`src/logic/mem_op_pkg.sv`:
```
`default_nettype none

package mem_op_pkg;

    localparam int data_wd    = 32;
    localparam int sram_depth = 256;
    localparam int sram_aw    = $clog2(sram_depth);

    typedef enum logic [3:0] {
        op_alu  = 4'd0,
        op_lb   = 4'd1,
        op_lbu  = 4'd2,
        op_lh   = 4'd3,
        op_lhu  = 4'd4,
        op_lw   = 4'd5,
        op_lwl  = 4'd6,
        op_lwr  = 4'd7,
        op_sb   = 4'd8,
        op_sh   = 4'd9,
        op_sw   = 4'd10,
        op_eret = 4'd11
    } mem_op_t;

endpackage

`default_nettype wire

```
`src/logic/pipe_bus_pkg.sv`:
```
`default_nettype none

package pipe_bus_pkg;

    // execute to memory layout from the msb down
    //   badvaddr[113:82] eret[81] excode[80:76] ex[75] res_from_mem[74]
    //   gr_we[73] op[72:69] dest[68:64] result[63:32] pc[31:0]
    localparam int es_ms_bus_wd = 32 + 1 + 5 + 1 + 1 + 1 + 4 + 5 + 32 + 32;

    // memory to write-back layout from the msb down
    //   badvaddr[111:80] eret[79] excode[78:74] ex[73] rf_we[72:69]
    //   dest[68:64] result[63:32] pc[31:0]
    localparam int ms_ws_bus_wd = 32 + 1 + 5 + 1 + 4 + 5 + 32 + 32;

    typedef logic [es_ms_bus_wd-1:0] es_ms_bus_t;
    typedef logic [ms_ws_bus_wd-1:0] ms_ws_bus_t;

    // cause codes
    localparam logic [4:0] exc_adel = 5'd4;
    localparam logic [4:0] exc_ades = 5'd5;

    localparam logic [31:0] exc_vector = 32'hbfc0_0380;

endpackage

`default_nettype wire

```
`src/logic/stage_reg.sv`:
```
`timescale 1ns/100ps
`default_nettype none

module stage_reg #(
    parameter type payload_t = logic
) (
    input  wire           clk,
    input  wire           reset,
    input  wire           in_valid,
    input  wire payload_t in_bus,
    input  wire           next_allowin,
    input  wire           flush,
    output logic          allowin,
    output logic          valid,
    output payload_t      bus
);

    // stage never stalls on its own
    assign allowin = !valid || next_allowin;

    always_ff @(posedge clk) begin
        if (reset || flush) begin
            valid <= 1'b0;
        end else if (allowin) begin
            valid <= in_valid;
        end
    end

    always_ff @(posedge clk) begin
        if (in_valid && allowin) begin
            bus <= in_bus;
        end
    end

    a_bus_known: assert property (
        @(posedge clk) disable iff (reset)
        valid |-> !$isunknown(bus)
    );

endmodule

`default_nettype wire

```
`src/logic/mem_stage.sv`:
```
`timescale 1ns/100ps
`default_nettype none

module mem_stage (
    input  wire                             clk,
    input  wire                             reset,
    input  wire                             ws_allowin,
    input  wire                             es_to_ms_valid,
    input  wire pipe_bus_pkg::es_ms_bus_t   es_to_ms_bus,
    input  wire [mem_op_pkg::data_wd-1:0]   data_sram_rdata,
    input  wire                             flush,
    output logic                            ms_allowin,
    output logic                            ms_to_ws_valid,
    output pipe_bus_pkg::ms_ws_bus_t        ms_to_ws_bus,
    output logic                            fwd_valid,
    output logic [3:0]                      fwd_rf_we,
    output logic [4:0]                      fwd_dest,
    output logic [mem_op_pkg::data_wd-1:0]  fwd_data,
    output logic                            ms_flush
);
    import mem_op_pkg::*;
    import pipe_bus_pkg::*;

    es_ms_bus_t         ms_bus;
    logic               ms_valid;
    logic [data_wd-1:0] ms_badvaddr;
    logic               ms_eret;
    logic [4:0]         ms_excode;
    logic               ms_ex;
    logic               ms_res_from_mem;
    logic               ms_gr_we;
    logic [3:0]         ms_op_bits;
    logic [4:0]         ms_dest;
    logic [data_wd-1:0] ms_result;
    logic [data_wd-1:0] ms_pc;
    mem_op_t            ms_op;
    logic [1:0]         pos;
    logic [7:0]         lb_data;
    logic [15:0]        lh_data;
    logic [data_wd-1:0] mem_result;
    logic [data_wd-1:0] final_result;
    logic [3:0]         ms_rf_we;

    stage_reg #(.payload_t(es_ms_bus_t)) ms_reg_i (
        .clk         (clk),
        .reset       (reset),
        .in_valid    (es_to_ms_valid),
        .in_bus      (es_to_ms_bus),
        .next_allowin(ws_allowin),
        .flush       (flush),
        .allowin     (ms_allowin),
        .valid       (ms_valid),
        .bus         (ms_bus)
    );

    assign {
        ms_badvaddr,
        ms_eret,
        ms_excode,
        ms_ex,
        ms_res_from_mem,
        ms_gr_we,
        ms_op_bits,
        ms_dest,
        ms_result,
        ms_pc
    } = ms_bus;

    assign ms_op = mem_op_t'(ms_op_bits);
    assign pos   = ms_result[1:0];

    assign lb_data = data_sram_rdata[{pos, 3'b000} +: 8];
    assign lh_data = pos[1] ? data_sram_rdata[31:16] : data_sram_rdata[15:0];

    always_comb begin
        case (ms_op)
            op_lb:   mem_result = {{24{lb_data[7]}}, lb_data};
            op_lbu:  mem_result = {24'b0, lb_data};
            op_lh:   mem_result = {{16{lh_data[15]}}, lh_data};
            op_lhu:  mem_result = {16'b0, lh_data};
            // lwl fills from the top, lwr from the bottom
            op_lwl:  mem_result = data_sram_rdata << {~pos, 3'b000};
            op_lwr:  mem_result = data_sram_rdata >> {pos, 3'b000};
            default: mem_result = data_sram_rdata;
        endcase
    end

    assign final_result = ms_res_from_mem ? mem_result : ms_result;

    // partial byte writes for the unaligned pair
    always_comb begin
        if (!ms_valid || ms_ex) begin
            ms_rf_we = 4'b0000;
        end else if (ms_op == op_lwl) begin
            ms_rf_we = {1'b1, pos != 2'd0, pos[1], pos == 2'd3};
        end else if (ms_op == op_lwr) begin
            ms_rf_we = {pos == 2'd0, ~pos[1], pos != 2'd3, 1'b1};
        end else begin
            ms_rf_we = {4{ms_gr_we}};
        end
    end

    assign ms_flush = ms_valid && (ms_ex || ms_eret);

    assign fwd_valid = ms_valid && ms_gr_we && !ms_ex;
    assign fwd_rf_we = ms_rf_we;
    assign fwd_dest  = ms_dest;
    assign fwd_data  = final_result;

    assign ms_to_ws_valid = ms_valid;
    assign ms_to_ws_bus   = {
        ms_badvaddr,
        ms_eret,
        ms_excode,
        ms_ex,
        ms_rf_we,
        ms_dest,
        final_result,
        ms_pc
    };

    a_fwd_idle: assert property (
        @(posedge clk) disable iff (reset)
        !ms_valid |-> fwd_rf_we == 4'b0000
    );

endmodule

`default_nettype wire

```
`config.mk`:
```
export PLATFORM = sky130hd
export DESIGN_NAME = mem_stage
export DESIGN_NICKNAME = d
export VERILOG_FILES = /design/src/logic/mem_op_pkg.sv /design/src/logic/pipe_bus_pkg.sv /design/src/logic/stage_reg.sv /design/src/logic/mem_stage.sv
export SDC_FILE = /design/constraint.sdc
export NUM_CORES = 1
export LEC_CHECK = 0
export BUFFER_PORTS_ARGS = -buffer_cell sky130_fd_sc_hd__buf_2
export CAP_MARGIN = 10
export CORE_MARGIN = 2
export CORE_UTILIZATION = 40
export CTS_CLUSTER_DIAMETER = 150
export DETAILED_ROUTE_END_ITERATION = 6
export PLACE_DENSITY = 0.73
export SYNTH_ARGS = -nofsm -noshare
export SYNTH_HDL_FRONTEND = slang
export SYNTH_HIERARCHICAL = 1
export SYNTH_SLANG_ARGS = --single-unit
```
`constraint.sdc`:
```
create_clock -name clk -period 3.6 [get_ports clk]
set_input_delay 0.36 -clock clk [delete_from_list [all_inputs] [get_ports clk]]
set_output_delay 0.36 -clock clk [all_outputs]
set_load 0.05 [all_outputs]
```
---- After elaboration in Yosys (flattened, before gate mapping) ----
Cells that the tools add are included.
Widths: inputs -> output; s select.
word-level totals
  flip-flop bits (word level) ............. 115
  input port bits ......................... 151
  output and inout bits ................... 157
  logic and storage cells ................. 33
cells by class
  equal/unequal tests ..................... 8
  shifts and indexed selects .............. 3
  mux-type cells .......................... 6
  bitwise operators ....................... 2
  reductions and logical operators ........ 12
operators by type and width
  operator            number
  $pmux 32 s6         1
  $mux 32             1
  $shiftx 32x6->8     1
  $shl 32x5->32       1
  $shr 32x5->32       1
  $mux 16             1
  $eq 4x3->1 const B  3
  $mux 4              3
  $eq 4x2->1 const B  2
  $eq 4x1->1 const B  1
  $logic_and 1x1->1   4
  $logic_or 1x1->1    4
  $eq 2x2->1 const B  1
  $logic_not 1->1     2
  $logic_not 2->1     1
  $ne 2x2->1 const B  1
  $not 2->2           1
  $reduce_bool 2->1   1
  $not 1->1           1

---- Logic depth before layout (Yosys ltp) ----
  depth after elaboration ................. 4
  depth in mapped cells ................... 8
  depth with buffers taken out ............ 4

---- By module ----
The synthesis kept the hierarchy.
by module, submodules not included
  module     times used  cells each  area an instance (µm²)  sequential area each (µm²)
  stage_reg  1           119         3480.8                  3443.3
  mem_stage  1           326         2282.2                  0.0

---- Worst setup path before layout ----
No wires, ideal clock.
  kind .................................... reg2out
  start point ............................. register ms_reg_i/bus[69] in the netlist's numbering
  end point ............................... output port ms_to_ws_bus[47]
  data arrival time ....................... 2.547 ns
  required time ........................... 3.240 ns
  slack ................................... 0.693 ns
  cell stages (with the launch flop) ...... 8
  buffers on the path ..................... 3
  cells stage by stage .................... edfxtp_1 > buf_6 > nor2b_1 > o31a_1 > clkbuf_1 > o22ai_1 > a31oi_1 > buf_4
on the way
  cells in the longest elaborated chain, start to end .. 3
  elaborated cells between the ends (all ways) .. 8
  classes of those cells .................. 6 x eq/ne; 2 x mux
ends and longest elaborated chain
  element                             RTL line         RTL
  from (decl)                         stage_reg.sv:15  output payload_t bus
  from (signal assigned)              stage_reg.sv:31  bus <= in_bus;
  $eq 4x3->1 (tied with other cells)  mem_stage.sv:76  case (ms_op)
  $pmux 32 s6 *                       mem_stage.sv:76
  $mux 32 *                           mem_stage.sv:88  assign final_result = ms_res_from_mem ? mem_result : ms_result;
  to (decl)                           mem_stage.sv:14  output pipe_bus_pkg::ms_ws_bus_t ms_to_ws_bus,
Mark *: on every way between the ends. The rest lies on a longest branch, timed or not.

---- Final worst setup path ----
  start point ............................. register ms_reg_i/bus[69] in the netlist's numbering
  end point ............................... output port fwd_data[16] in the netlist's numbering
on the way
  cells in the longest elaborated chain, start to end .. 3
  elaborated cells between the ends (all ways) .. 8
  classes of those cells .................. 6 x eq/ne; 2 x mux
ends and longest elaborated chain
  element                             RTL line         RTL
  $eq 4x3->1 (tied with other cells)  mem_stage.sv:76
  $pmux 32 s6 *                       mem_stage.sv:76
  $mux 32 *                           mem_stage.sv:88
  to (decl)                           mem_stage.sv:18  output logic [mem_op_pkg::data_wd-1:0] fwd_data,
Marks and branches as above.

==> flow_metrics.tcl <==
set metrics [dict create \
    status "complete, no violations" \
    period_share_pct 91.6 \
    grt_max_degree 61 \
    total_power_mw 4.28 \
    cts-root-buf "clkbuf_16" \
    grt-ovfl-total 0 \
    die_y_um 124 \
    synth_cells 445 \
    swShare_pct 33.7 \
    coreArea_um2 14000 \
    irDropWorstVdd_v 0.000328 \
    intPower_mw 2.84 \
    gr-usage-all-layers_pct 23.0 \
    worstPathRequired_ns 3.24 \
    slew_headroom_pct 44.5 \
    synth_nets 596 \
    critPathMaxFanout 18 \
    routed-via-count 4697 \
    nNetsFinal 865 \
    avgSynthCellArea_um2 13.0 \
    seq_area_frac_synth_pct 59.7 \
    synth_edf_count 114 \
    hold_buffers 0 \
    place_congestion 0.883 \
    core.rowCount 43 \
    synthArstFlopShare_pct 0 \
    crit_chain "nor2b_1, o31a_1, and3b_1, a221oi_2, buf_2" \
    path_class "flop to output pin" \
    yosysWarnings 6 \
    cts_setup_buffers 0 \
    power_frac_comb_pct 23.7 \
    firstDrtPassIters 7 \
    p_clk_share_pct 38.9 \
    cts_tree "yes" \
    htree_levels 4 \
    chipWidth_um 124 \
    muxShareOfSynthArea_pct 6.62 \
    switchingPower_mw 1.44 \
    drt_iter0_drc 369 \
    clock_latency_ns 0.42 \
    hold_viol 0 \
    p_seq_share_pct 37.4 \
    drc 0 \
    max_freq_mhz 303 \
    via_per_inst 5.17 \
    antenna_found_initial 6 \
    rsz0062_at_grt "false" \
    clockBufferDepth 2 \
    endpoint_kind "output pin" \
    power_density_nw_per_um2 553 \
    final.min_clock_period_ns 3.30 \
    grt_pass1_wl_um 25600 \
    ys_types 53 \
    boundaryPins 308 \
    cts_resized 0 \
    synth-compound-area-share_pct 15.3 \
    cts_sinks 115 \
    placed_area_um2 7160 \
    mostFrequentLayoutCell "buf_2" \
    slowest_delay_ns 0.65 \
    worstHoldPathType "input pin to flop" \
    drv_slew 0 \
    tns_ns 0 \
    critPathArrivalTime_ns 2.94 \
    synthSimpleGateAreaFrac_pct 9.73 \
    synth_ff_type "edfxtp_1" \
    worst_pin_slew_ns 0.833 \
    io_buffers 307 \
    drv_cap 0 \
    numCtsBuffers 17 \
    area_growth_pct 34.4 \
    drive_above_1_share_pct 54.6 \
    ant_nets 0 \
    synth_top_family_by_area "compound AO/OA/AOI/OAI gates" \
    start_kind "flop" \
    dp.final_hpwl_um 14000 \
    synth_seq_cells 115 \
    yosys.area_share.adder_pct 0 \
    floorplan.initialDensity_pct 41.2 \
    setup_violations 0 \
    netlist_area_um2 5760 \
    finalClockSkew_ns 0.00792 \
    cp_slowest_cell "edfxtp_1" \
    grt_pass1_vias 4541 \
    dieArea_um2 15400 \
    power.leakage_nw 3.31 \
    routed_wl_um 18000 \
    cts.reportedPaths.clkPinSlew_ns 0.06 \
    routedWlPerCell_um 19.8 \
    final_cell_area_um2 7740 \
    final_cell_mix "buf_2 (307), edfxtp_1 (114), nor2_1 (60)" \
    final_util_pct 55.4 \
    synthXorXnorAreaFrac_pct 0.152 \
]
## Yosys cell counts (5+ instances only)
library cell,count,area (µm²)
mux2i_1,10,100
nor2b_1,5,31.3
nand2_1,21,78.8
o21ai_0,15,75.1
edfxtp_1,114,3420
a221oi_2,15,225
mux2_1,11,124
buf_4,44,330
a41oi_1,8,70.1
a222oi_1,7,70.1
a21oi_1,11,55.1
inv_1,11,41.3
clkbuf_1,9,33.8
nor2_1,60,225
mux2_2,12,135
a22oi_1,16,120
a21oi_2,9,78.8
nand3_1,16,80.1
buf_2,10,50.1
## critical path: cells and delay by family (launching register included)
family / cells / cell delay, ns
AND/OR/NAND/NOR: 2 / 0.69
buffers and inverters: 1 / 0.33
flip-flops: 1 / 0.65
AO/OA/AOI/OAI: 2 / 0.84
## power by group through the flow
stage          Clock, mW  Combinational [mW]  Sequential [mW]
6_report            1.67                1.01             1.60
2_1_floorplan          0               0.621             1.80
3_5_place_dp           0                1.01             1.63
4_1_cts             1.69                1.02             1.60
3_3_place_gp           0                1.01             1.63
5_1_grt             1.74                1.07             1.61
## layout make-up
class / instances / area, µm²
Timing Repair Buffer: 316 / 1620
Multi-Input combinational cell: 253 / 1830
Clock inverter: 15 / 158
Inverter: 11 / 41.3
Clock buffer: 17 / 425
Antenna cell: 1 / 2.50
Fill cell: 1213 / 6240
Sequential cell: 115 / 3440
Tap cell: 180 / 225
## worst paths after layout
| kind | start | end | slack (ns) | cells after the start |
|---|---|---|---|---|
| max | ms_reg_i/bus[69] | fwd_data[16] | 0.30 | 5 |
| min | flush | ms_reg_i/valid | 0.10 | 2 |
| max reg2reg | ms_reg_i/valid | ms_reg_i/bus[75] | 1.72 | 3 |
| min reg2reg | ms_reg_i/valid | ms_reg_i/valid | 0.55 | 2 |
## registers in the layout (all words and copies together) (netlist names)
name	cells
ms_reg_i/valid	1
ms_reg_i/bus	114
## routing by layer
metal	routed length, µm	GRT usage (%)	vias up
met3	1920	10.3	33
li1	-	-	2200
met2	9120	38.6	260
met5	35	0	-
met4	367	8.43	6
met1	6540	25.9	2198
## logic make-up after synthesis
family          Yosys count
compound gates           99
xor+xnor                  1
buf+inv                  77
flops                   115
mux                      34
simple gates            119
## per-stage QoR
stage	setup WS (ns)	cells	hold WS, ns
floorplan	0.693	445	0.425
global placement	0.756	875	0.522
detailed placement	0.714	875	0.524
CTS	0.258	907	0.0845
global route	0.128	907	0.0937
finish	0.301	908	0.104
Power figures use the tool's default switching activity.
