$ cat config.mk
export PLATFORM = sky130hd
export DESIGN_NAME = exe_stage
export DESIGN_NICKNAME = d
export VERILOG_FILES = /design/src/logic/mem_op_pkg.sv /design/src/logic/pipe_bus_pkg.sv /design/src/logic/stage_reg.sv /design/src/logic/exe_stage.sv
export SDC_FILE = /design/constraint.sdc
export NUM_CORES = 1
export LEC_CHECK = 0
export ABC_AREA = 1
export ABC_CLOCK_PERIOD_IN_PS = 41900
export BUFFER_PORTS_ARGS = -buffer_cell sky130_fd_sc_hd__clkbuf_2
export CAP_MARGIN = 20
export CORE_MARGIN = 1
export CORE_UTILIZATION = 50
export DETAILED_ROUTE_END_ITERATION = 8
export MAX_ROUTING_LAYER = met4
export PLACE_DENSITY = 0.83
export SLEW_MARGIN = 20
export SYNTH_ARGS = -nofsm -noshare
export SYNTH_HDL_FRONTEND = slang
export SYNTH_SLANG_ARGS = --single-unit
export TNS_END_PERCENT = 1
$ cat constraint.sdc
create_clock -name clk -period 41.9 [get_ports clk]
set_clock_uncertainty 0.2 [all_clocks]
set_input_delay 8.38 -clock clk [delete_from_list [all_inputs] [get_ports clk]]
set_output_delay 8.38 -clock clk [all_outputs]
set_load 0.05 [all_outputs]
$ cat src/logic/mem_op_pkg.sv
`default_nettype none

package mem_op_pkg;

    localparam int data_wd    = 32;
    localparam int sram_depth = 256;
    localparam int sram_aw    = $clog2(sram_depth);

    typedef enum logic [3:0] {
        op_alu  = 4'd0,
        op_lb   = 4'd1,
        op_lbu  = 4'd2,
        op_lh   = 4'd3,
        op_lhu  = 4'd4,
        op_lw   = 4'd5,
        op_lwl  = 4'd6,
        op_lwr  = 4'd7,
        op_sb   = 4'd8,
        op_sh   = 4'd9,
        op_sw   = 4'd10,
        op_eret = 4'd11
    } mem_op_t;

endpackage

`default_nettype wire

$ cat src/logic/pipe_bus_pkg.sv
`default_nettype none

package pipe_bus_pkg;

    // execute to memory layout from the msb down
    //   badvaddr[113:82] eret[81] excode[80:76] ex[75] res_from_mem[74]
    //   gr_we[73] op[72:69] dest[68:64] result[63:32] pc[31:0]
    localparam int es_ms_bus_wd = 32 + 1 + 5 + 1 + 1 + 1 + 4 + 5 + 32 + 32;

    // memory to write-back layout from the msb down
    //   badvaddr[111:80] eret[79] excode[78:74] ex[73] rf_we[72:69]
    //   dest[68:64] result[63:32] pc[31:0]
    localparam int ms_ws_bus_wd = 32 + 1 + 5 + 1 + 4 + 5 + 32 + 32;

    typedef logic [es_ms_bus_wd-1:0] es_ms_bus_t;
    typedef logic [ms_ws_bus_wd-1:0] ms_ws_bus_t;

    // cause codes
    localparam logic [4:0] exc_adel = 5'd4;
    localparam logic [4:0] exc_ades = 5'd5;

    localparam logic [31:0] exc_vector = 32'hbfc0_0380;

endpackage

`default_nettype wire

$ cat src/logic/stage_reg.sv
`timescale 1ns/100ps
`default_nettype none

module stage_reg #(
    parameter type payload_t = logic
) (
    input  wire           clk,
    input  wire           reset,
    input  wire           in_valid,
    input  wire payload_t in_bus,
    input  wire           next_allowin,
    input  wire           flush,
    output logic          allowin,
    output logic          valid,
    output payload_t      bus
);

    // stage never stalls on its own
    assign allowin = !valid || next_allowin;

    always_ff @(posedge clk) begin
        if (reset || flush) begin
            valid <= 1'b0;
        end else if (allowin) begin
            valid <= in_valid;
        end
    end

    always_ff @(posedge clk) begin
        if (in_valid && allowin) begin
            bus <= in_bus;
        end
    end

    a_bus_known: assert property (
        @(posedge clk) disable iff (reset)
        valid |-> !$isunknown(bus)
    );

endmodule

`default_nettype wire

$ cat src/logic/exe_stage.sv
`timescale 1ns/100ps
`default_nettype none

module exe_stage (
    input  wire                             clk,
    input  wire                             reset,
    input  wire                             in_valid,
    input  wire mem_op_pkg::mem_op_t        in_op,
    input  wire [mem_op_pkg::data_wd-1:0]   in_pc,
    input  wire [mem_op_pkg::data_wd-1:0]   in_base,
    input  wire [mem_op_pkg::data_wd-1:0]   in_offset,
    input  wire [mem_op_pkg::data_wd-1:0]   in_store_data,
    input  wire [4:0]                       in_dest,
    input  wire                             ms_allowin,
    input  wire                             ms_flush,
    input  wire                             flush,
    output logic                            in_allowin,
    output logic                            es_to_ms_valid,
    output pipe_bus_pkg::es_ms_bus_t        es_to_ms_bus,
    output logic                            sram_en,
    output logic [3:0]                      sram_we,
    output logic [mem_op_pkg::sram_aw-1:0]  sram_addr,
    output logic [mem_op_pkg::data_wd-1:0]  sram_wdata
);
    import mem_op_pkg::*;
    import pipe_bus_pkg::*;

    typedef struct packed {
        mem_op_t            op;
        logic [data_wd-1:0] pc;
        logic [data_wd-1:0] base;
        logic [data_wd-1:0] offset;
        logic [data_wd-1:0] store_data;
        logic [4:0]         dest;
    } issue_t;

    issue_t             issue_in;
    issue_t             es;
    logic               es_valid;
    logic               es_allowin;
    logic [data_wd-1:0] addr;
    logic               is_load;
    logic               is_store;
    logic               adel;
    logic               ades;
    logic               es_ex;
    logic [4:0]         es_excode;
    logic               store_ok;
    logic [3:0]         lane_we;
    logic [data_wd-1:0] lane_data;

    assign issue_in = {in_op, in_pc, in_base, in_offset, in_store_data, in_dest};

    stage_reg #(.payload_t(issue_t)) es_reg_i (
        .clk         (clk),
        .reset       (reset),
        .in_valid    (in_valid),
        .in_bus      (issue_in),
        .next_allowin(ms_allowin),
        .flush       (flush),
        .allowin     (es_allowin),
        .valid       (es_valid),
        .bus         (es)
    );

    // no new issue while the pipe is being flushed
    assign in_allowin = es_allowin && !flush;

    assign addr     = es.base + es.offset;
    assign is_load  = es.op inside {op_lb, op_lbu, op_lh, op_lhu, op_lw, op_lwl, op_lwr};
    assign is_store = es.op inside {op_sb, op_sh, op_sw};

    // lwl/lwr and byte ops can't fault
    assign adel = (es.op inside {op_lh, op_lhu} && addr[0])
               || (es.op == op_lw && addr[1:0] != 2'b00);
    assign ades = (es.op == op_sh && addr[0])
               || (es.op == op_sw && addr[1:0] != 2'b00);
    assign es_ex     = adel || ades;
    assign es_excode = adel ? exc_adel : ades ? exc_ades : 5'd0;

    always_comb begin
        case (es.op)
            op_sb: begin
                lane_we   = 4'b0001 << addr[1:0];
                lane_data = {4{es.store_data[7:0]}};
            end
            op_sh: begin
                lane_we   = addr[1] ? 4'b1100 : 4'b0011;
                lane_data = {2{es.store_data[15:0]}};
            end
            default: begin
                lane_we   = 4'b1111;
                lane_data = es.store_data;
            end
        endcase
    end

    // older ex/eret in mem or wb kills this store
    assign store_ok   = es_valid && is_store && !es_ex && !ms_flush && !flush;
    assign sram_en    = (es_valid && is_load) || store_ok;
    assign sram_we    = store_ok ? lane_we : 4'b0000;
    assign sram_addr  = addr[sram_aw+1:2];
    assign sram_wdata = lane_data;

    assign es_to_ms_valid = es_valid;
    assign es_to_ms_bus   = {
        addr,
        es.op == op_eret,
        es_excode,
        es_ex,
        is_load,
        is_load || es.op == op_alu,
        es.op,
        es.dest,
        addr,
        es.pc
    };

endmodule

`default_nettype wire

After elaboration in Yosys (flattened, before gate mapping). Cells that the tools add are included.

Register bits: 138. Input bits: 143. Output and inout bits: 161. Logic and storage cells: 53.

$add $sub $neg: 1. Equality and inequality tests: 11. Shift-type cells: 1. Multiplexer cells: 6. Reductions and logical operators: 27.

Operators by type and width (count): $pmux W32 S2 (1); $add A32 B32 Y32 (1); $eq A4 B3 Y1 const B (4); $eq A4 B4 Y1 const B (4); $logic_and A1 B1 Y1 (11); $eq A4 B2 Y1 const B (2); $mux W4 (2); $pmux W4 S2 (1); $logic_or A1 B1 Y1 (7); $reduce_bool A7 Y1 (1); $mux W3 (2); $eq A4 B1 Y1 const B (1); $logic_not A1 Y1 (4); $logic_not A4 Y1 (1); $reduce_bool A2 Y1 (2); $shl A1 B2 Y4 const A (1); $reduce_bool A3 Y1 (1).

Logic depth before layout (Yosys ltp). Gate-level depths: netlist of the first run.

Word-level depth: 10. Depth in mapped cells: 13. Mapped depth without buffers: 12.

By module. From an unflattened synthesis of the first run, not the netlist that was laid out.

Cell total of the unflattened synthesis: 797. Area total of the unflattened synthesis: 7392.1 um^2.

By module, submodules not included: stage_reg (instances 1, cells an instance 146, area an instance 4172.8 um^2); exe_stage (instances 1, cells an instance 651, area an instance 3219.3 um^2).

Worst setup path before layout of the first run. OpenSTA, ideal clock, no wires.

Kind: input port to flip-flop. Start point: input port in_valid. End point: register es_reg_i.bus[0] in the netlist's numbering (enable). Library setup time: 0.844 ns. Data arrival time: 18.277 ns. Data required time: 40.856 ns. Slack: 22.579 ns. Cell stages on the path: 1. Cell sequence: a21boi_0.

Word-level cells in the longest chain between the ends: 1.

RTL lines: from (decl) (line exe_stage.sv:7) `input wire in_valid,`; $logic_and A1 B1 Y1 (line stage_reg.sv:30) `if (in_valid && allowin) begin`; to (signal assigned) (line stage_reg.sv:31) `bus <= in_bus;`; to (decl) (line stage_reg.sv:15) `output payload_t bus`.

Every way passes these cells. A chain may end at the register's enable or synchronous reset.

Worst setup path in the final report of the first run.
Start point: input port flush. End point: output port sram_we[0].

Word-level cells in the longest chain between the ends: 3.

RTL lines: from (decl) (line exe_stage.sv:16) `input wire flush,`; $logic_not A1 Y1 (line exe_stage.sv:99) `assign store_ok = es_valid && is_store && !es_ex && !ms_flush && !flush;`; $logic_and A1 B1 Y1 (line exe_stage.sv:99); $mux W4 (line exe_stage.sv:101) `assign sram_we = store_ok ? lane_we : 4'b0000;`; to (decl) (line exe_stage.sv:21) `output logic [3:0] sram_we,`.

Every way passes these cells.

==> results of run 1 <==
-- cell families (layout without fill, tap and decap cells) --
family | Yosys count | after routing | synth area share (%)
other | 1 | 3 | 0.0486
and+or+nand+nor | 372 | 372 | 19.4
buffers and inverters | 229 | 465 | 16.0
adders and majority gates | 32 | 32 | 5.29
AOI/OAI and AO/OA | 51 | 51 | 3.84
xor gates and xnor gates | 16 | 16 | 1.82
DFF | 138 | 138 | 53.6
-- power by group --
group | internal, mW | switching (mW) | leakage [nW]
sequential | 0.162 | 0.00316 | 1.34
combinational | 0.0306 | 0.112 | 3.28
clock | 0.0830 | 0.0589 | 0.272
total | 0.275 | 0.174 | 4.89
-- Yosys cell counts, types with 2 or more instances --
cell type	instances	area share, %
a21oi_1	27	1.8
buf_4	95	9.2
buf_6	2	0.29
edfxtp_1	137	53
ha_1	31	5.0
inv_1	124	6.0
inv_2	6	0.29
nand2_1	280	14
nand2_2	2	0.16
nand3_1	26	1.7
nand4_1	4	0.32
nor2_1	49	2.4
nor2_4	2	0.29
nor3_1	6	0.39
o211ai_1	8	0.78
o21ai_0	8	0.52
o21ai_1	2	0.13
o21bai_1	2	0.19
xor2_1	15	1.7
-- flip-flops by register name, summed over array words and instances, names as in the netlist --
| register | count |
|---|---|
| es_reg_i.bus | 137 |
| es_reg_i.valid | 1 |
-- layout make-up --
| cell class | instances | share of cell area [%] |
|---|---|---|
| tap | 188 | 2.53 |
| clock inverter | 14 | 1.45 |
| sequential | 138 | 44.4 |
| multi-input combinational | 474 | 25.4 |
| clock buffer | 18 | 4.61 |
| timing repair buffer | 302 | 16.3 |
| inverter | 131 | 5.28 |
-- routing by layer --
layer | routed length, um | track usage [%] | up-vias
li1 | - | - | 3038
met5 | 0 | - | -
met1 | 7250 | 26.4 | 2715
met2 | 8750 | 39.8 | 254
met4 | 342 | 8.08 | 0
met3 | 1060 | 5.90 | 27
-- worst max-delay path: cells and delay by family --
kind | cells | cell delay [ns]
buffers and inverters | 2 | 0.39
AND/OR/NAND/NOR | 3 | 0.61
-- path summary, 6_finish.rpt --
kind | from | end
min reg2reg | es_reg_i.valid | es_reg_i.valid
min | es_reg_i.valid | es_reg_i.valid
max | flush | sram_we[0]
max reg2reg | es_reg_i.valid | es_reg_i.bus[10]
==> metrics.txt, run 1 <==
worst slew pin tran ~1.0 ns; Post-synth ARST share 0%; crit-path cells clkbuf_2 > nor4b_1 > nand2_2 > nor2_1 > clkbuf_2; Final period util 42.9%; share of cells above drive strength 1 32.2%; post-synth cell types 32; Worst EP required 33.32 ns; Tmin final 17.96 ns; TritonCTS Buffers 17; Setup Crit Path Kind input pin to primary output; cell area after synthesis 7710 um^2; clock latency on the worst-skew pair 0.41 ns; CTS sink cnt 138; DR WL/cell 13.8 um; H-tree depth 4; RSZ-0062 raised after global routing false; IR drop worst, VDD 0.0000398 V; router iterations before antenna repair 5; Final Power between 0.4 and 0.5 mW; via count ~6k; initial core utilization 50.9%; Inserted Diodes 0; clk buf depth 2; WHS Path Cells 2; initial antenna violation count 0; Die Wd 126 um; setup TNS 0 ns; critical path's slowest cell nor4b_1; global-route wire length before repair 27200 um; GRT Overall Usage 23.2%; FP Rows 45; antenna viol nets, final 0; FILL cells ~1.2k; Avg Vias per Cell 4.77; largest net degree at the start of global routing 83; crit path DAT 9.38 ns; crit path max fanout 5; Synth Register Bits ~140; final instance area 9310 um^2; Seq/Total Area, Yosys around 54%; HPWL Detailed 13800 um; setup violators final 0; placed cell areas around 8700 um^2; most frequent cells in the layout clkbuf_2, nand2_1, edfxtp_1, inv_1, nor2_1; Pleak 4.89 nW; die area about 16000 um^2; Worst path max stage delay 0.36 ns; Core Region 15100 um^2; post-route insts no fill ~1.3k; fin util 61.4%; final hold slack 0.454 ns; fmax 55.7 MHz; routability cong. 0.925; IO Port Bufs 300; Slew Limit Fails 0; main flop type after synthesis edfxtp_1; Initial DRC Count 269; type of origin of the critical path input pin; commonest non-fill, non-tap cell in the layout clkbuf_2; Die Height 126 um; Final #Nets roughly 1.2k; Post-Place Setup Slack 23.96 ns; Routed WL 17400 um; R2R depth 3; I/O pin total 304; PnR worst setup slack 23.94 ns; post-CTS setup buffer count 0; FF-to-FF setup slack 39.22 ns; worst min path class flip-flop to flip-flop; multi-input logic area 2360 um^2; TritonCTS clock tree done; Post-CTS Resized 0; clock slew at reported path FFs 0.07 ns; CTS root buf clkbuf_16; Top cell by count, worst path clkbuf_2; Reg area about 4100 um^2; Ys Warns 0; grt ovf 0; Post-Syn Area per Cell 9.19 um^2; P&R area growth vs syn 20.7%; placed cells 1233; endpoints failing hold 0; P per Cell Area between 40 and 50 nW/um^2; DR DRC count 0; vias in the first global route 5799; status complete, no violations; endpoint class of the critical path primary output; Rel. slew slack 32.4%; Syn Inst Count about 840; Post-synth EDFFs 137; cts hold-fix bufs 0; max-cap viol count 0
Power figures use the tool's default switching activity.
==> run 2, diff against run 1 <==
Settings changed: ABC_CLOCK_PERIOD_IN_PS 41900 to 15500, CORE_UTILIZATION 50 to 45, PLACE_DENSITY 0.83 to 0.79.
Clock period 41.9 ns to 15.5 ns, I/O delays scaled along.
==> metrics.txt, run 2 (synthesized netlist as in run 1, its figures left out) <==
TritonCTS Buffers 17; largest net degree at the start of global routing 74; Core Region 16600 um^2; crit path max fanout 5; hold worst-path end es_reg_i.valid; P per Cell Area 130 nW/um^2; Setup Crit Path Kind input pin to primary output; Biggest register es_reg_i.bus; Tmin final 7.40 ns; router iterations before antenna repair 6; Critical Path Start flush; Post-CTS Resized 0; endpoint class of the critical path primary output; most frequent cells in the layout clkbuf_2, nand2_1, edfxtp_1, inv_1, nor2_1; placed cells 1265; fmax around 140 MHz; worst reg2reg startpoint es_reg_i.valid; flip-flop count of the largest register after layout around 140; Pleak 4.90 nW; worst slew pin tran 0.904 ns; Final #Nets 1239; via count 5971; IO Port Bufs 300; Slew Limit Fails 0; initial core utilization a little under half; crit-path cells clkbuf_2 > nor4b_1 > nand2_2 > nor2_1 > clkbuf_2; Initial DRC Count between 300 and 400; PnR worst setup slack 8.10 ns; critical path's slowest cell nor4b_1; HPWL Detailed ~14000 um; Post-Place Setup Slack around 8 ns; setup TNS 0 ns; CTS root buf clkbuf_16; clock slew at reported path FFs 0.06 ns; global-route wire length before repair 27600 um; antenna viol nets, final 0; max-cap viol count 0; worst min path class flip-flop to flip-flop; share of cells above drive strength 1 32.3%; clk buf depth 2; endpoints failing hold 0; I/O pin total 304; FF-to-FF End es_reg_i.bus[66]; TritonCTS clock tree done; cts hold-fix bufs 0; WHS Path Cells 2; DR DRC count 0; clock latency on the worst-skew pair 0.41 ns; Worst path max stage delay 0.35 ns; setup violators final 0; FP Rows 47; P&R area growth vs syn 21.3%; GRT Overall Usage 21.2%; Worst EP required between 10 and 15 ns; RSZ-0062 raised after global routing false; Routed WL roughly 18000 um; initial antenna violation count 1; die area 17700 um^2; post-route insts no fill around 1.3k; DR WL/cell approximately 14 um; Hold Startpoint es_reg_i.valid; Rel. slew slack 39.7%; H-tree depth 4; vias in the first global route 5684; Largest regs es_reg_i.bus (137), es_reg_i.valid (1); post-CTS setup buffer count 0; Die Height 133 um; Top cell by count, worst path clkbuf_2; crit path DAT about 4.1 ns; Avg Vias per Cell 4.60; CTS sink cnt 138; grt ovf 0; IR drop worst, VDD about 0.000083 V; routability cong. 0.864; fin util 56.2%; FF-to-FF setup slack 12.84 ns; commonest non-fill, non-tap cell in the layout clkbuf_2; R2R depth 3; Die Wd approximately 130 um; status complete, no violations; Final period util a little under half; type of origin of the critical path input pin
-- run 2: worst max-delay path, delay by kind of cell --
family | cells | cell delay [ns]
buffers and inverters | 2 | 0.39
AND/OR/NAND/NOR | 3 | 0.61
-- run 2: worst max-delay path by stage --
stage,endpoint,slack (ns),cells after the start
after floorplan,es_reg_i.bus[0],1.46,1
after global placement,sram_we[1],8.14,5
after detailed placement,sram_we[3],8.12,5
after CTS,sram_we[3],8.11,5
after global routing,sram_we[2],8.02,5
final,sram_we[3],8.10,5
-- run 2: routing by layer --
layer / vias up / GRT usage [%] / share of wire [%]
met4: 0 / 7.85 / 2.2
li1: 3054 / - / -
met3: 32 / 6.13 / 7.0
met5: - / - / 0
met1: 2668 / 24.4 / 42
met2: 217 / 34.8 / 49
-- run 2: cell type report --
class,count,area [um^2]
inverter,131,492
timing repair buffer,302,1520
clock inverter,15,148
tap,220,275
fill,1474,7280
sequential,138,4130
multi-input combinational,474,2360
clock buffer,17,425
antenna,1,2.50
-- run 2: where the power goes --
| part | switching (mW) | internal (mW) | leakage, nW | total [mW] |
|---|---|---|---|---|
| sequential | 0.00856 | 0.436 | 1.34 | 0.445 |
| combinational | 0.302 | 0.0828 | 3.28 | 0.385 |
| clock | 0.175 | 0.214 | 0.281 | 0.389 |
-- run 2: metrics by stage --
| step | power [mW] | hold slack (ns) | instance area [um^2] |
|---|---|---|---|
| after floorplan | 0.792 | 0.585 | 7720 |
| after global placement | 0.836 | 0.425 | 8780 |
| after detailed placement | 0.840 | 0.426 | 8780 |
| after CTS | 1.23 | 0.442 | 9360 |
| after global routing | 1.27 | 0.490 | 9360 |
| final | 1.22 | 0.447 | 9360 |
