`src/logic/mem_op_pkg.sv`:
```
`default_nettype none

package mem_op_pkg;

    localparam int data_wd    = 32;
    localparam int sram_depth = 256;
    localparam int sram_aw    = $clog2(sram_depth);

    typedef enum logic [3:0] {
        op_alu  = 4'd0,
        op_lb   = 4'd1,
        op_lbu  = 4'd2,
        op_lh   = 4'd3,
        op_lhu  = 4'd4,
        op_lw   = 4'd5,
        op_lwl  = 4'd6,
        op_lwr  = 4'd7,
        op_sb   = 4'd8,
        op_sh   = 4'd9,
        op_sw   = 4'd10,
        op_eret = 4'd11
    } mem_op_t;

endpackage

`default_nettype wire

```
`src/logic/pipe_bus_pkg.sv`:
```
`default_nettype none

package pipe_bus_pkg;

    // execute to memory layout from the msb down
    //   badvaddr[113:82] eret[81] excode[80:76] ex[75] res_from_mem[74]
    //   gr_we[73] op[72:69] dest[68:64] result[63:32] pc[31:0]
    localparam int es_ms_bus_wd = 32 + 1 + 5 + 1 + 1 + 1 + 4 + 5 + 32 + 32;

    // memory to write-back layout from the msb down
    //   badvaddr[111:80] eret[79] excode[78:74] ex[73] rf_we[72:69]
    //   dest[68:64] result[63:32] pc[31:0]
    localparam int ms_ws_bus_wd = 32 + 1 + 5 + 1 + 4 + 5 + 32 + 32;

    typedef logic [es_ms_bus_wd-1:0] es_ms_bus_t;
    typedef logic [ms_ws_bus_wd-1:0] ms_ws_bus_t;

    // cause codes
    localparam logic [4:0] exc_adel = 5'd4;
    localparam logic [4:0] exc_ades = 5'd5;

    localparam logic [31:0] exc_vector = 32'hbfc0_0380;

endpackage

`default_nettype wire

```
`src/logic/stage_reg.sv`:
```
`timescale 1ns/100ps
`default_nettype none

module stage_reg #(
    parameter type payload_t = logic
) (
    input  wire           clk,
    input  wire           reset,
    input  wire           in_valid,
    input  wire payload_t in_bus,
    input  wire           next_allowin,
    input  wire           flush,
    output logic          allowin,
    output logic          valid,
    output payload_t      bus
);

    // stage never stalls on its own
    assign allowin = !valid || next_allowin;

    always_ff @(posedge clk) begin
        if (reset || flush) begin
            valid <= 1'b0;
        end else if (allowin) begin
            valid <= in_valid;
        end
    end

    always_ff @(posedge clk) begin
        if (in_valid && allowin) begin
            bus <= in_bus;
        end
    end

    a_bus_known: assert property (
        @(posedge clk) disable iff (reset)
        valid |-> !$isunknown(bus)
    );

endmodule

`default_nettype wire

```
`src/logic/wb_stage.sv`:
```
`timescale 1ns/100ps
`default_nettype none

module wb_stage (
    input  wire                             clk,
    input  wire                             reset,
    input  wire                             ms_to_ws_valid,
    input  wire pipe_bus_pkg::ms_ws_bus_t   ms_to_ws_bus,
    output logic                            ws_allowin,
    output logic [3:0]                      rf_we,
    output logic [4:0]                      rf_dest,
    output logic [mem_op_pkg::data_wd-1:0]  rf_wdata,
    output logic                            flush,
    output logic [mem_op_pkg::data_wd-1:0]  redirect_pc,
    output logic [4:0]                      exc_code,
    output logic [mem_op_pkg::data_wd-1:0]  badvaddr
);
    import mem_op_pkg::*;
    import pipe_bus_pkg::*;

    ms_ws_bus_t         ws_bus;
    logic               ws_valid;
    logic [data_wd-1:0] ws_badvaddr;
    logic               ws_eret;
    logic [4:0]         ws_excode;
    logic               ws_ex;
    logic [3:0]         ws_rf_we;
    logic [data_wd-1:0] ws_pc;
    logic               ex_commit;
    logic [data_wd-1:0] epc;
    logic [4:0]         cause;
    logic [data_wd-1:0] badvaddr_r;

    stage_reg #(.payload_t(ms_ws_bus_t)) ws_reg_i (
        .clk         (clk),
        .reset       (reset),
        .in_valid    (ms_to_ws_valid),
        .in_bus      (ms_to_ws_bus),
        .next_allowin(1'b1),
        .flush       (flush),
        .allowin     (ws_allowin),
        .valid       (ws_valid),
        .bus         (ws_bus)
    );

    assign {ws_badvaddr, ws_eret, ws_excode, ws_ex, ws_rf_we, rf_dest, rf_wdata, ws_pc} = ws_bus;

    assign ex_commit = ws_valid && ws_ex;
    assign rf_we     = (ws_valid && !ws_ex) ? ws_rf_we : 4'b0000;
    assign flush     = ws_valid && (ws_ex || ws_eret);

    // minimal cp0 with epc, cause code and badvaddr
    always_ff @(posedge clk) begin
        if (reset) begin
            epc        <= '0;
            cause      <= 5'd0;
            badvaddr_r <= '0;
        end else if (ex_commit) begin
            epc        <= ws_pc;
            cause      <= ws_excode;
            badvaddr_r <= ws_badvaddr;
        end
    end

    assign redirect_pc = ws_ex ? exc_vector : epc;
    assign exc_code    = ex_commit ? ws_excode : cause;
    assign badvaddr    = ex_commit ? ws_badvaddr : badvaddr_r;

    a_flush_single: assert property (
        @(posedge clk) disable iff (reset)
        flush |=> !flush
    );

endmodule

`default_nettype wire

```
`config.mk`:
```
export PLATFORM = sky130hd
export DESIGN_NAME = wb_stage
export DESIGN_NICKNAME = d
export VERILOG_FILES = /design/src/logic/mem_op_pkg.sv /design/src/logic/pipe_bus_pkg.sv /design/src/logic/stage_reg.sv /design/src/logic/wb_stage.sv
export SDC_FILE = /design/constraint.sdc
export NUM_CORES = 1
export LEC_CHECK = 0
export BUFFER_PORTS_ARGS = -buffer_cell sky130_fd_sc_hd__buf_4
export CAP_MARGIN = 20
export CORE_ASPECT_RATIO = 1.4
export CORE_MARGIN = 2
export CORE_UTILIZATION = 45
export CTS_CLUSTER_DIAMETER = 200
export DETAILED_ROUTE_END_ITERATION = 10
export PLACE_DENSITY = 0.72
export SKIP_LAST_GASP = 1
export SLEW_MARGIN = 30
export SYNTH_ARGS = -nofsm -noshare
export SYNTH_HDL_FRONTEND = slang
export SYNTH_HIERARCHICAL = 1
export SYNTH_SLANG_ARGS = --single-unit
```
`constraint.sdc`:
```
create_clock -name clk -period 2.4 [get_ports clk]
set_input_delay 0 -clock clk [delete_from_list [all_inputs] [get_ports clk]]
set_output_delay 0 -clock clk [all_outputs]
set_load 0.02 [all_outputs]
```
* After elaboration in Yosys (flattened, before gate mapping)
Cells that the tools add are included.
Word-level totals: bits in registers 182, output and inout port bits 112
Operators by class: multiplexer cells 4, reduce and logical (&&, ||, !) cells 6
Operators by type and width (count):
- $mux W32 | 2
- $mux W5 | 1
- $mux W4 | 1
- $logic_and A1 B1 Y1 | 3
- $logic_or A1 B1 Y1 | 2
- $logic_not A1 Y1 | 1

* Depth between registers and ports, before layout
Gate-level depths: netlist of the first run.
word-level depth 3, gate-level depth with buffers 5, gate-level depth less buffers 2

* Modules after synthesis
The synthesis of the first run kept the hierarchy.
By module, submodules not included:
- wb_stage | instances 1, cells an instance 395, area each 3642.2 um2, seq. area each 1381.3 um2
- stage_reg | instances 1, cells an instance 117, area each 3420.8 um2, seq. area each 3383.2 um2

* Worst setup path before layout of the first run
OpenSTA, ideal clock, no wires.
kind input to register, from input ms_to_ws_valid, to register ws_reg_i/bus[0] (netlist bit) (enable), setup time 0.422 ns, data arrival time 1.401 ns, data required time 1.978 ns, path slack 0.576 ns, cell stages on the path 1, buffers on the path 0, cells stage by stage and2_2
RTL lines:
- start: declaration | RTL line wb_stage.sv:7 | input wire ms_to_ws_valid,
- end signal: assignment | RTL line stage_reg.sv:31 | bus <= in_bus;
- end: declaration | RTL line stage_reg.sv:15 | output payload_t bus
No word-level cell between the ends.

* Final worst setup path of the first run
from register ws_reg_i.valid, to output rf_we[3]
Between the ends: cells in the longest elaborated chain, start to end 2
Ends and longest elaborated chain:
- start: declaration | RTL line stage_reg.sv:14 | output logic valid,
- start signal: assignment | RTL line stage_reg.sv:25 | valid <= in_valid;
- $logic_and A1 B1 Y1 | RTL line wb_stage.sv:49 | assign rf_we = (ws_valid && !ws_ex) ? ws_rf_we : 4'b0000;
- $mux W4 | RTL line wb_stage.sv:49
- end: declaration | RTL line wb_stage.sv:10 | output logic [3:0] rf_we,
Every way passes these cells.

==> key figures, run 1 <==
Critical path
  – Reg-to-reg startpoint: ws_reg_i/valid
  – Critical path data arrival time: around 1.8 ns
  – Crit Path Class: reg2out
  – CP Capture Type: output pin
  – Setup crit start kind: flop
  – CP max FO: 38
  – WP data required: 2.40 ns
  – Crit path from: ws_reg_i/valid

Drt
  – Total number of vias: roughly 5.2k
  – DRC errors left: 0
  – Pre-antenna DRT Iters: 5
  – Post-DR vias/cell: between 5 and 6
  – WL per Instance: 17.5 um
  – Initial DRC Count: 297
  – Routed WL: 18.3 mm
  – Post-DRT Antenna Nets: 0

Finish
  – # nets final: approximately 950
  – Final Cell Area: around 11000 um^2
  – P&R area growth vs syn: 49.3%
  – Layout cell share with drive strength beyond 1: between 40% and 50%
  – Filler instances: 1038
  – # diodes: 0

Yosys
  – Mapped Nets: approximately 630
  – Post-synth cell types: 23
  – Synthesized area: 7060 um^2
  – Yosys synthesis warning count: 6
  – Synth Register Bits: approximately 180
  – Syn Area/Cell: between 10 and 15 um^2
  – Biggest area consumer among synthesized cells: edfxtp_1
  – Sequential share of the synthesized area: 67.5%
  – Post-synth top area share: a little under half
  – Synth area leaders: edfxtp_1 (48%), dfxtp_1 (20%), a21bo_2 (5.5%)
  – Syn Inst Count: around 510

Timing
  – Worst Tran Pin Value: 0.954 ns
  – Worst rel slew slack: between 30 and 40%
  – Fin. max-slew vios: 0
  – Final-report setup violation count: 0
  – Post-route minimum period: 1.83 ns
  – RSZ-0062 raised after global routing: false
  – Layout Skew: approximately 0.013 ns
  – Final Hold Vio Count: 0
  – Setup tns final: 0 ns
  – Period utilization: between 70% and 80%
  – F_max: 0.547 GHz

Global route
  – Global Route met1 Usage: 24.5%
  – Congestion Overflow GR: 0
  – Global Route met3 Usage: around 7.6%
  – Vias in the first global route: between 5k and 6k
  – Top Usage Layer GRT: met2
  – Largest net degree at the start of global routing: approximately 100
  – Initial antenna violation count: 0
  – Global Route met2 Usage: about two fifths
  – First-pass GRT wire length: 28.0 mm
  – GRT Util Overall: roughly 22%

Floorplanning
  – Die area: between 15000 and 20000 um^2
  – # rows: between 50 and 60
  – Core area: about 15000 um^2
  – IO Pins: about 230
  – Die Wd: 110 um
  – Initial core utilization: between 40% and 50%
  – Die Height: 152 um

Power
  – Sequential power share: between 40 and 50%
  – Internal power: around 0.0054 W
  – Worst IR Drop VDD: around 500 uV
  – Leakage: 4.41 nW
  – Net Switching: 0.00186 W
  – Pwr Density: ~690 nW/um^2
  – Comb pwr share: between 10% and 20%
  – Clock power frac: a little under two fifths
  – Switching share of total power: 25.7%
  – Power Total: between 0.007 and 0.008 W

Min path
  – Worst hold path class: in2reg
  – Hold path start: reset

Clock tree
  – Clk buf depth: 2
  – Clock slew seen by the registers of the worst setup and hold paths: 0.07 ns
  – Root Driver: clkbuf_16
  – Worst-Skew Late Latency: between 0.4 and 0.5 ns
  – H-tree depth: 4
  – Clock sinks: 182
  – CTS tree: built
  – Num CTS Buffers: 17
  – Postcts setup bufs: 0

Placed design
  – Placer congestion estimate: about 0.82
  – Post-DP Area: 8840 um^2
  – IO Port Bufs: between 200 and 250
  – Post-DP HPWL: roughly 11 mm

Run status
  – Status: complete, no violations

Run
  – Max-cap violations: 0
[cell usage after synthesis]
| cell | count |
|---|---|
| a211oi_2 | 1 |
| a21bo_1 | 30 |
| a21bo_2 | 39 |
| a21oi_1 | 39 |
| a21oi_2 | 30 |
| and2_1 | 4 |
| and2_2 | 1 |
| and2b_1 | 4 |
| buf_2 | 17 |
| buf_4 | 8 |
| buf_6 | 9 |
| clkbuf_1 | 9 |
| conb_1 | 1 |
| dfxtp_1 | 70 |
| edfxtp_1 | 112 |
| inv_1 | 1 |
| nand2_1 | 37 |
| nand2b_4 | 1 |
| nand3_1 | 49 |
| nand3_2 | 20 |
| nor2b_1 | 17 |
| o21a_1 | 1 |
| or2_2 | 12 |
[power groups by stage]
stage	Clock (W)	Sequential, W	Combinational [W]
final	0.00270	0.00357	0.000966
after global routing	0.00288	0.00358	0.00103
after CTS	0.00274	0.00356	0.000958
after detailed placement	0	0.00363	0.000808
after global placement	0	0.00362	0.000790
after floorplan	0	0.00366	0.000407
[critical path, stage by stage (launching register included)]
cell and delay [ns]:
dfxtp_4 0.53, buf_12 0.24, nor2b_1 0.27, and2_1 0.19
buf_4 0.15
[state kept, by name (all words and copies together) (netlist names)]
name            cells
badvaddr_r         32
cause               5
epc                32
ws_reg_i/bus      112
ws_reg_i/valid      1
[path summary, 6_finish.rpt]
| check | end | slack [ns] | cells past startpoint |
|---|---|---|---|
| hold / removal | badvaddr_r[2] | 0.22 | 2 |
| setup / recovery | rf_we[3] | 0.57 | 4 |
| setup reg to reg | badvaddr_r[24] | 1.06 | 3 |
| hold reg to reg | epc[22] | 0.54 | 2 |
[layout by cell type, fill, tap and decap left out, drive strengths merged, types with 4 or more instances in the layout]
cell and count:
a21bo 69, a21oi 69, and2 5, and2b 4, buf 232, clkbuf 17
clkinv 4, dfxtp 70, dlygate4sd3 113, edfxtp 112, inv 12, nand2 37
nand3 69, nor2b 17, or2 12
[kinds of logic (layout without fill, tap and decap cells)]
logic type / Yosys count / after routing / synth area share [%]
simple gates: 145 / 145 / 11.9
buf+inv: 44 / 378 / 4.02
flops: 182 / 182 / 67.5
other cells: 1 / 1 / 0.0531
compound gates: 140 / 140 / 16.5
[area by class of cell]
class	instances	area [um^2]	share of cell area, %
Inverter	1	3.75	0.0356
Multi-Input combinational cell	286	2020	19.1
Sequential cell	182	4770	45.2
Clock inverter	15	151	1.44
Timing Repair Buffer	345	2940	27.8
Clock buffer	17	425	4.03
Tap cell	196	245	2.33
[timing repair]
action / CTS / global route
endpoints found under the setup margin: 0 / 0
hold buffers: 113 / 0
resized for setup: 0 / 0
endpoints found under the hold margin: 113 / 0
[per-layer routing]
layer	part of all wire [%]	wire length, um	vias up
met2	52	9590	226
met4	2.4	441	0
met1	37	6800	2481
met3	7.9	1440	31
met5	0	0	-
li1	-	-	2492
[per-stage QoR]
step                      std cells  hold slack [ns]  util (%)  worst slack [ns]
final                          1042            0.217      68.2             0.573
after global routing           1042            0.230      68.2             0.443
after CTS                      1042            0.200      68.2             0.607
after detailed placement        897            0.179      57.1              1.08
after global placement          897            0.178      57.1              1.11
after floorplan                 512           0.0730         -             0.576
No activity file was read; power rests on OpenSTA's default activity.
==> inputs of run 2 (changes only) <==
--- a/config.mk
+++ b/config.mk
@@ -5,6 +5,7 @@
 export SDC_FILE = /design/constraint.sdc
 export NUM_CORES = 1
 export LEC_CHECK = 0
+export ABC_AREA = 1
 export BUFFER_PORTS_ARGS = -buffer_cell sky130_fd_sc_hd__buf_4
 export CAP_MARGIN = 20
 export CORE_ASPECT_RATIO = 1.4
@@ -12,7 +13,7 @@
 export CORE_UTILIZATION = 45
 export CTS_CLUSTER_DIAMETER = 200
 export DETAILED_ROUTE_END_ITERATION = 10
-export PLACE_DENSITY = 0.72
+export PLACE_DENSITY = 0.75
 export SKIP_LAST_GASP = 1
 export SLEW_MARGIN = 30
 export SYNTH_ARGS = -nofsm -noshare
==> constraint.sdc (replaced) <==
create_clock -name clk -period 1.6 [get_ports clk]
set_input_delay 0 -clock clk [delete_from_list [all_inputs] [get_ports clk]]
set_output_delay 0 -clock clk [all_outputs]
set_load 0.02 [all_outputs]
==> key figures, run 2 <==
Run status
  – Status: complete, no violations

Power
  – Pwr Density: 1050 nW/um^2 (+53%)
  – Leakage: 5.34 nW (+21%)
  – Power Total: 0.0113 W (+56%)
  – Worst IR Drop VDD: 715 uV (+47%)

Yosys
  – Synth Register Bits: 182 (unchanged)
  – Synthesized area: 6750 um^2 (-4.4%)
  – Syn Inst Count: 686 (+34%)
  – Ys async rst share: 0% (unchanged)
  – Yosys synthesis warning count: 6 (unchanged)
  – Post-synth top area share: 49.8% (+2.2 points)
  – Biggest area consumer among synthesized cells: edfxtp_1
  – Top cells by count, synth: nand2_1 (155), inv_1 (146), nor2_1 (125)
  – Sequential share of the synthesized area: 70.6% (+3.1 points)
  – EDFF count, synth: 112 (unchanged)
  – Syn Area/Cell: 9.84 um^2 (-29%)
  – Post-synth cell types: 16 (-30%)
  – Main flop type after synthesis: edfxtp_1
  – Top-count cell post-synth: nand2_1
  – Synth area leaders: edfxtp_1 (50%), dfxtp_1 (21%), nand2_1 (8.6%)
  – Mapped Nets: 801 (+28%)

Global route
  – GRT Util Overall: 22.7% (+0.68 points)
  – Vias in the first global route: 5518 (+1.0%)
  – First-pass GRT wire length: 27.8 mm (-0.76%)
  – Initial antenna violation count: 0 (unchanged)
  – Largest net degree at the start of global routing: 47 (-53%)
  – Congestion Overflow GR: 0 (unchanged)

Critical path
  – WP data required: 1.60 ns (-0.80 ns)
  – Highest cell delay on the worst timing path: 0.41 ns (-0.12 ns)
  – Worst path most repeated cell: nand2_1
  – CP max FO: 9 (-76%)
  – Setup crit start kind: flop
  – Reg2Reg Depth: 6 (+3)
  – CP Capture Type: output pin
  – Crit Path Class: reg2out
  – Reg-to-reg startpoint: ws_reg_i/bus[73]
  – Critical path data arrival time: 1.60 ns (-0.23 ns)
  – RR Endpoint: epc[17]
  – Max stage delay cell, worst path: edfxtp_1
  – Crit-path cells: buf_6 > nand2_8 > clkbuf_16 > nand2_1 > nand2_1 > inv_1 > buf_4
  – WP buf/inv: 4 (+2)
  – R2r setup slk: 0.27 ns (-0.79 ns)
  – Crit-path leading delay family: buffers and inverters

Placed design
  – Placer congestion estimate: 0.755 (-7.4%)
  – Post-DP HPWL: 10.1 mm (-4.9%)
  – Post-placement setup slack: 0.159 ns (-0.916 ns)
  – IO Port Bufs: 225 (unchanged)

Timing
  – Period utilization: between 90% and 100%
  – F_max: around 0.63 GHz
  – RSZ-0062 raised after global routing: true
  – Final-report setup violation count: 0 (unchanged)
  – Final setup margin: 0.00403 ns (-0.569 ns)
  – Fin. max-slew vios: 0 (unchanged)
  – Layout Skew: 0.0144 ns (+0.00132 ns)
  – Post-route minimum period: about 1.6 ns
  – Final Hold Vio Count: 0 (unchanged)

Finish
  – Most common cell after layout, fill and taps aside: buf_4
  – Max reg flops: 112 (unchanged)
  – # nets final: 1154 (+22%)
  – Biggest register: ws_reg_i/bus
  – P&R area growth vs syn: 59.1%
  – Largest regs: ws_reg_i/bus: 112 flops, badvaddr_r: 32 flops, epc: 32 flops
  – Filler instances: 1005 (-3.2%)
  – Layout cell share with drive strength beyond 1: 29.3% (-14 points)
  – Most frequent cells in the layout: buf_4 (235), nand2_1 (147), inv_1 (145)
  – # diodes: 0 (unchanged)

Drt
  – Post-DR vias/cell: 4.48 (-11%)
  – Total number of vias: 5575 (+6.6%)
  – Pre-antenna DRT Iters: 5 (unchanged)
  – WL per Instance: 14.8 um (-15%)
  – Post-DRT Antenna Nets: 0 (unchanged)
  – Routed WL: 18.5 mm (+1.1%)
  – Initial DRC Count: 277 (-6.7%)
  – DRC errors left: 0 (unchanged)

Min path
  – Hold path start: reset
  – Hold path endpoint: epc[16]
  – Worst hold path class: in2reg
  – Hold Path Stages: 4 (+2)

Clock tree
  – Num CTS Buffers: 17 (unchanged)
  – Clk buf depth: 2 (unchanged)
  – Root Driver: clkbuf_16
  – Clock sinks: 182 (unchanged)
  – H-tree depth: 4 (unchanged)
  – Clock slew seen by the registers of the worst setup and hold paths: 0.07 ns (about the same)
  – CTS tree: built
  – Worst-Skew Late Latency: 0.42 ns (about the same)

Floorplanning
  – Core area: 14900 um^2 (-4.0%)
  – Die Wd: 108 um (-2.2%)
  – Die area: 16000 um^2 (-4.3%)
  – Initial core utilization: 45.4% (-0.21 points)
  – IO Pins: 227 (unchanged)
  – # rows: 53 (-1.9%)
  – Die Height: 149 um (-2.2%)

Run
  – Max-cap violations: 0 (unchanged)
## run 2: changes by cell type after synthesis, moves of 12 or more
cell     change
nand2_1    +118
nand3_1     -12
or2_2       -12
a21bo_1     -30
a21oi_1     -38
inv_1      +145
nor2b_1     -17
nor2_1     +125
a21oi_2     -29
a21bo_2     -39
nand3_2     -20
## run 2: how the worst max path moves through the flow
| stage | start | to | slack [ns] | depth (start not counted) |
|---|---|---|---|---|
| final | ws_reg_i/bus[73] | badvaddr[16] | 0.004 | 7 |
| after global placement | ws_reg_i/bus[73] | rf_we[3] | 0.23 | 5 |
| after CTS | ws_reg_i/bus[73] | rf_we[0] | 0.002 | 6 |
| after global routing | ws_reg_i/bus[73] | badvaddr[16] | -0.06 | 7 |
| after detailed placement | ws_reg_i/bus[73] | rf_we[1] | 0.16 | 5 |
| after floorplan | ms_to_ws_valid | ws_reg_i/bus[0] | -0.67 | 2 |
## run 2: timing repair
action                     4_1_cts  5_1_grt
resized for setup               14       12
hold buffers                   113        0
setup endpoints to repair       45       40
setup buffers                    3        9
cloned                           3        1
hold endpoints to repair       115        0
pin swaps                        1        0
## run 2: per-stage QoR
| stage | cells | instance area [um^2] | utilization, % | hold slack (ns) | TNS (ns) |
|---|---|---|---|---|---|
| floorplan | 686 | 6770 | - | 0.0989 | -75.27 |
| global placement | 1083 | 8720 | 58.7 | 0.178 | 0 |
| detailed placement | 1083 | 8720 | 58.7 | 0.179 | 0 |
| CTS | 1234 | 10600 | 71.3 | 0.0617 | 0 |
| global route | 1244 | 10700 | 72.3 | 0.111 | -0.970 |
| finish | 1244 | 10700 | 72.3 | 0.0782 | 0 |
## run 2: cell families (layout without fill, tap and decap cells)
| kind of cell | after synthesis | after routing | synth area share, % |
|---|---|---|---|
| AO/OA/AOI/OAI | 2 | 2 | 0.204 |
| buffers and inverters | 183 | 548 | 10.7 |
| flip-flops | 182 | 182 | 70.6 |
| other | 1 | 1 | 0.0556 |
| AND/OR/NAND/NOR | 318 | 319 | 18.4 |
## run 2: tightest hold or removal path, cell delays in order
cell and delay (ns):
buf_4 0.08, inv_1 0.20, nand2_1 0.13, nor2_1 0.03
## run 2: per-layer routing
| layer | up-vias | share of wire [%] | track usage (%) |
|---|---|---|---|
| li1 | 2765 | - | - |
| met1 | 2606 | 40 | 26.6 |
| met2 | 174 | 54 | 40.5 |
| met3 | 30 | 4.5 | 4.85 |
| met4 | 0 | 2.3 | 8.40 |
| met5 | - | 0 | 0 |
## run 2: report_power, final
part	internal, W	leakage, nW	switching, W	total (W)
clock	0.00221	0.282	0.00191	0.00413
sequential	0.00529	1.66	0.0000865	0.00538
combinational	0.000845	3.40	0.000943	0.00179
## run 2: area by class of cell
| type | instances | area [um^2] | share of cell area (%) |
|---|---|---|---|
| Clock buffer | 17 | 425 | 3.96 |
| Sequential cell | 182 | 4770 | 44.4 |
| Clock inverter | 15 | 159 | 1.48 |
| Inverter | 153 | 599 | 5.58 |
| Timing Repair Buffer | 363 | 3200 | 29.8 |
| Tap cell | 192 | 240 | 2.24 |
| Multi-Input combinational cell | 322 | 1340 | 12.5 |
